**config.mk**
```make
export PLATFORM = sky130hd
export DESIGN_NAME = axi_lite_arbiter
export DESIGN_NICKNAME = d
export VERILOG_FILES = /design/src/mem_pkg.sv /design/src/axi_lite_arbiter.sv
export SDC_FILE = /design/constraint.sdc
export NUM_CORES = 1
export LEC_CHECK = 0
export BUFFER_PORTS_ARGS = -buffer_cell sky130_fd_sc_hd__buf_2
export CORE_AREA = 8 8 201 203
export DETAILED_ROUTE_END_ITERATION = 12
export DIE_AREA = 0 0 209 211
export PLACE_DENSITY = 0.36
export REMOVE_ABC_BUFFERS = 1
export SYNTH_ARGS = -nofsm -noshare
export SYNTH_HDL_FRONTEND = slang
export SYNTH_SLANG_ARGS = --single-unit
```
**constraint.sdc**
```tcl
create_clock -name clk -period 1.75 [get_ports clk]
set_clock_uncertainty 0.15 [all_clocks]
set_input_delay 0.35 -clock clk [delete_from_list [all_inputs] [get_ports clk]]
set_output_delay 0.35 -clock clk [all_outputs]
set_load 0.02 [all_outputs]
```
**src/mem_pkg.sv**
```systemverilog
package mem_pkg;

	// bus widths for both master ports and the slave
	localparam int ADDR_W = 32;
	localparam int DATA_W = 64;

	// one strobe per byte lane
	localparam int STRB_W = DATA_W / 8;

	// low address bits that select a byte inside a doubleword
	localparam int BYTE_OFFS_W = $clog2(STRB_W);

	// on-chip memory window
	// first mapped byte
	localparam logic [ADDR_W-1:0] MEM_BASE = 32'h8000_0000;

	// doublewords in the array
	localparam int MEM_WORDS = 512;

	// word index width into the array
	localparam int IDX_W = $clog2(MEM_WORDS);

	// window size in bytes (4 KiB)
	localparam logic [ADDR_W-1:0] MEM_BYTES = ADDR_W'(MEM_WORDS * STRB_W);

	// axi response codes
	localparam logic [1:0] RESP_OKAY = 2'b00;
	// nothing mapped at this address
	localparam logic [1:0] RESP_DECERR = 2'b11;

	// slave channel machines only have two states
	// waiting for a request
	localparam logic ST_IDLE = 1'b0;
	// response valid, waiting for ready
	localparam logic ST_RESP = 1'b1;

	// one stored doubleword
	// whole view on the read path
	// lane view for strobed byte merges
	typedef union packed {
		logic [DATA_W-1:0]      word;
		logic [STRB_W-1:0][7:0] lane;
	} dword_t;

endpackage

```
**src/axi_lite_arbiter.sv**
```systemverilog
module axi_lite_arbiter (
	input  logic                       clk,
	input  logic                       rst,

	// instruction fetch master, read only
	input  logic                       if_arvalid,
	input  logic [mem_pkg::ADDR_W-1:0] if_araddr,
	output logic                       if_arready,
	output logic                       if_rvalid,
	output logic [mem_pkg::DATA_W-1:0] if_rdata,
	output logic [1:0]                 if_rresp,
	input  logic                       if_rready,

	// load-store master, read channels
	input  logic                       ls_arvalid,
	input  logic [mem_pkg::ADDR_W-1:0] ls_araddr,
	output logic                       ls_arready,
	output logic                       ls_rvalid,
	output logic [mem_pkg::DATA_W-1:0] ls_rdata,
	output logic [1:0]                 ls_rresp,
	input  logic                       ls_rready,

	// load-store master, write channels
	input  logic                       ls_awvalid,
	input  logic [mem_pkg::ADDR_W-1:0] ls_awaddr,
	output logic                       ls_awready,
	input  logic                       ls_wvalid,
	input  logic [mem_pkg::DATA_W-1:0] ls_wdata,
	input  logic [mem_pkg::STRB_W-1:0] ls_wstrb,
	output logic                       ls_wready,
	output logic                       ls_bvalid,
	output logic [1:0]                 ls_bresp,
	input  logic                       ls_bready,

	// toward the memory slave
	output logic                       s_arvalid,
	output logic [mem_pkg::ADDR_W-1:0] s_araddr,
	input  logic                       s_arready,
	input  logic                       s_rvalid,
	input  logic [mem_pkg::DATA_W-1:0] s_rdata,
	input  logic [1:0]                 s_rresp,
	output logic                       s_rready,
	output logic                       s_awvalid,
	output logic [mem_pkg::ADDR_W-1:0] s_awaddr,
	input  logic                       s_awready,
	output logic                       s_wvalid,
	output logic [mem_pkg::DATA_W-1:0] s_wdata,
	output logic [mem_pkg::STRB_W-1:0] s_wstrb,
	input  logic                       s_wready,
	input  logic                       s_bvalid,
	input  logic [1:0]                 s_bresp,
	output logic                       s_bready
);

	// round-robin state, set when load-store won the last grant
	logic rr_last_ls;
	// read path locked from AR transfer to R transfer
	logic rd_busy;
	// who owns the read in flight
	logic rd_owner_ls;

	// combinational pick among the requesters
	logic sel_ls;
	logic grant_if;
	logic grant_ls;
	logic ar_fire;
	logic r_fire;

	// load-store wins if it asks alone
	// or if both ask and fetch went last
	assign sel_ls = ls_arvalid && (!if_arvalid || !rr_last_ls);

	// nothing new goes out while a read is owned
	assign grant_ls = !rd_busy && sel_ls;
	assign grant_if = !rd_busy && if_arvalid && !sel_ls;

	// AR forward
	assign s_arvalid = grant_if || grant_ls;
	assign s_araddr  = sel_ls ? ls_araddr : if_araddr;

	// only the granted master sees arready
	assign if_arready = grant_if && s_arready;
	assign ls_arready = grant_ls && s_arready;

	assign ar_fire = s_arvalid && s_arready;

	// R return, valid steered to the owner only
	assign if_rvalid = s_rvalid && rd_busy && !rd_owner_ls;
	assign ls_rvalid = s_rvalid && rd_busy && rd_owner_ls;

	// payload can go to both, valid decides who takes it
	assign if_rdata = s_rdata;
	assign if_rresp = s_rresp;
	assign ls_rdata = s_rdata;
	assign ls_rresp = s_rresp;

	// ready taken from the owner
	assign s_rready = rd_busy && (rd_owner_ls ? ls_rready : if_rready);

	assign r_fire = s_rvalid && s_rready;

	// owner tracking and round-robin update
	always_ff @(posedge clk) begin
		if (rst) begin
			// fetch counts as last winner, load-store goes first
			rr_last_ls  <= 1'b0;
			rd_busy     <= 1'b0;
			rd_owner_ls <= 1'b0;
		end else begin
			if (ar_fire) begin
				rd_busy     <= 1'b1;
				rd_owner_ls <= sel_ls;
				rr_last_ls  <= sel_ls;
			end else if (r_fire) begin
				// slave is idle again next cycle, so is the lock
				rd_busy <= 1'b0;
			end
		end
	end

	// write path
	// only load-store writes, so no arbitration and no added cycle
	assign s_awvalid  = ls_awvalid;
	assign s_awaddr   = ls_awaddr;
	assign ls_awready = s_awready;

	assign s_wvalid  = ls_wvalid;
	assign s_wdata   = ls_wdata;
	assign s_wstrb   = ls_wstrb;
	assign ls_wready = s_wready;

	assign ls_bvalid = s_bvalid;
	assign ls_bresp  = s_bresp;
	assign s_bready  = ls_bready;

endmodule

```
==> metrics <==
layout cells sized above 1=91.7%; Placement Setup Slack=-194 ps; CP max stage delay=340 ps; FF+latch count, synth=2; slowest CP cell=mux2_2; FP Rows=71; hold_buf cts=0; grt peak-use layer=met2; Worst Hold Endpoint=rd_owner_ls; RSZ-0062 raised after global routing=yes; cell at the root of the clock tree=clkbuf_16; M1 GR Usage=7.61%; startpoint types=flop; Yosys cell types=18; core outline area=37100 um2; crit path max fanout=14; design area=2060 um2; crit share post-route=112%; Worst Hold Class=input port to flop; Hold Fails Final Rpt=0; Post-Syn Instances=298; post-placement cell area=1830 um2; clk_lat worst skew=220 ps; required time worst endpoint=1250 ps; Mapped Avg Cell Area=8.36 um2; Seq/Total Area, Yosys=1.61%; outcome=complete, but fails checks; pwr dens=452 nW/um2; vias=1733; critical path depth in cells=4; TritonCTS clock tree=built; Total Power=0.000933 W; Max-slew headroom=85.7%; synthesis warning total=0; CP Class=flop to output pin; FF-to-FF path depth=4; CP Cell Sequence=a21boi_4 > buf_12 > mux2_2 > buf_2; Tightest Pin Transition=213 ps; post-CTS setup buffer count=0; violated checks=setup timing; GRT Total Usage=23.0%; H-tree depth=1; detailed placement HPWL=52100 um; Port Buffers=109; fmax=509 MHz; initial antenna violation count=0; drt wl/cell=83.3 um; Top Ports=532; crit path DAT=1460 ps; final worst path period need=1960 ps; Initial Util=6.71%; most frequent cells in the layout=buf_2, mux2_4, buf_6, buf_4, mux2_2; GR Layer Usage met3=31.3%; r2r setup slk=610 ps; VDD IR-drop max=0.000516 V; clock slew at reported path FFs=30 ps; CTS sink count=2; Pre-Repair DR Iteration Count=4; MaxCap Viol Count=0; hold path cells=2; Worst setup EP type=output pin; Syn-to-layout area delta=-17.2%; Die Ht=211 um; R2R Path Start=rd_owner_ls; grt ovf=0; WP buf/inv=2; Inserted Clock Buffers=3; iteration-0 DRC count of the detailed router=132; DRC Markers=0; setup slack after layout=-214 ps; Top delay family on crit path=buffers and inverters; GR Layer Usage met2=46.2%; most common cell after layout, fill and taps aside=buf_2; Final ANT Viol Nets=0; GPL Wtd Cong=0.943; endpoints failing setup=33; Max clock buf depth=2; leakage power=0.875 nW; Die W=209 um; vias per cell=2.70; number of global-route vias before repair=1516; Layout fillers=4403; Post-Syn Area=2490 um2; global-route wire length before repair=57200 um; Slew Viols, Final=0; Critical R2R Capture=rd_busy; final net count=421; final wirelength=53500 um; Worst Hold Launch=rst; Die ar.=44100 um2; antenna cells=0; largest net degree at the start of global routing=17
-- worst max path at each step --
stage	startpoint	endpoint	slack, ps
floorplan	rd_owner_ls	s_araddr[0]	-500
global placement	if_arvalid	s_araddr[30]	-180
detailed placement	if_arvalid	s_araddr[30]	-190
CTS	rd_owner_ls	s_araddr[1]	-240
global route	rd_owner_ls	s_araddr[31]	-270
finish	rd_owner_ls	s_araddr[1]	-210
-- per-stage QoR --
stage	std cells	utilization, %	hold slack [ps]	setup TNS, ps
4_1_cts	643	5.45	152	-6970
6_report	643	5.55	157	-6010
3_5_place_dp	640	4.94	385	-5540
3_3_place_gp	640	4.94	385	-5110
5_1_grt	643	5.55	153	-7730
2_1_floorplan	51	-	269	-14410
-- sequential cells by signal (all words and copies together), names as in the netlist --
name / count
rd_busy: 1
rd_owner_ls: 1
-- cell families after synthesis --
family / after synthesis / synth area share (%)
buffers and inverters: 248 / 75.1
muxes: 33 / 19.1
and+or+nand+nor: 10 / 2.46
AOI/OAI and AO/OA: 5 / 1.76
DFF: 2 / 1.61
-- timing repair --
item | in CTS | in global routing
resized for setup | 38 | 12
pin swaps | 0 | 0
setup endpoints to repair | 33 | 33
-- metal layers --
layer  vias to the layer above  share of wire (%)
met4                         6                3.8
met1                       693                 12
met2                       556                 56
li1                        433                  -
met5                         -               0.31
met3                        45                 28
-- power by group --
part           switching [W]  internal (W)
sequential        0.00000472     0.0000500
combinational       0.000252      0.000286
clock              0.0000502      0.000291
total               0.000307      0.000626
-- synth_stat cells (all sizes together) --
master | count | area share [%]
a21boi | 1 | 0.75
a21oi | 2 | 0.40
and3 | 1 | 0.30
and3b | 1 | 0.35
and4bb | 1 | 0.50
buf | 247 | 75
dfxtp | 2 | 1.6
inv | 1 | 0.15
mux2 | 32 | 19
mux2i | 1 | 0.40
nand2 | 2 | 0.30
nand3b | 1 | 0.30
nor2 | 3 | 0.45
nor2b | 1 | 0.25
o21ai | 1 | 0.20
o21ba | 1 | 0.40
-- cell type report --
| type | instances | area (um2) | share of cell area, % |
|---|---|---|---|
| Clock buffer | 3 | 75.1 | 3.64 |
| Inverter | 1 | 3.75 | 0.182 |
| Multi-Input combinational cell | 48 | 581 | 28.2 |
| Sequential cell | 2 | 41.3 | 2.00 |
| Tap cell | 474 | 593 | 28.8 |
| Timing Repair Buffer | 115 | 768 | 37.3 |
-- worst register-to-register path, stage by stage, from the launching register on --
cell and delay [ps]:
dfxtp_2 330, buf_4 130, mux2i_1 210, o21ai_0 100, a21oi_1 150
(Power assumes the default switching activity.)
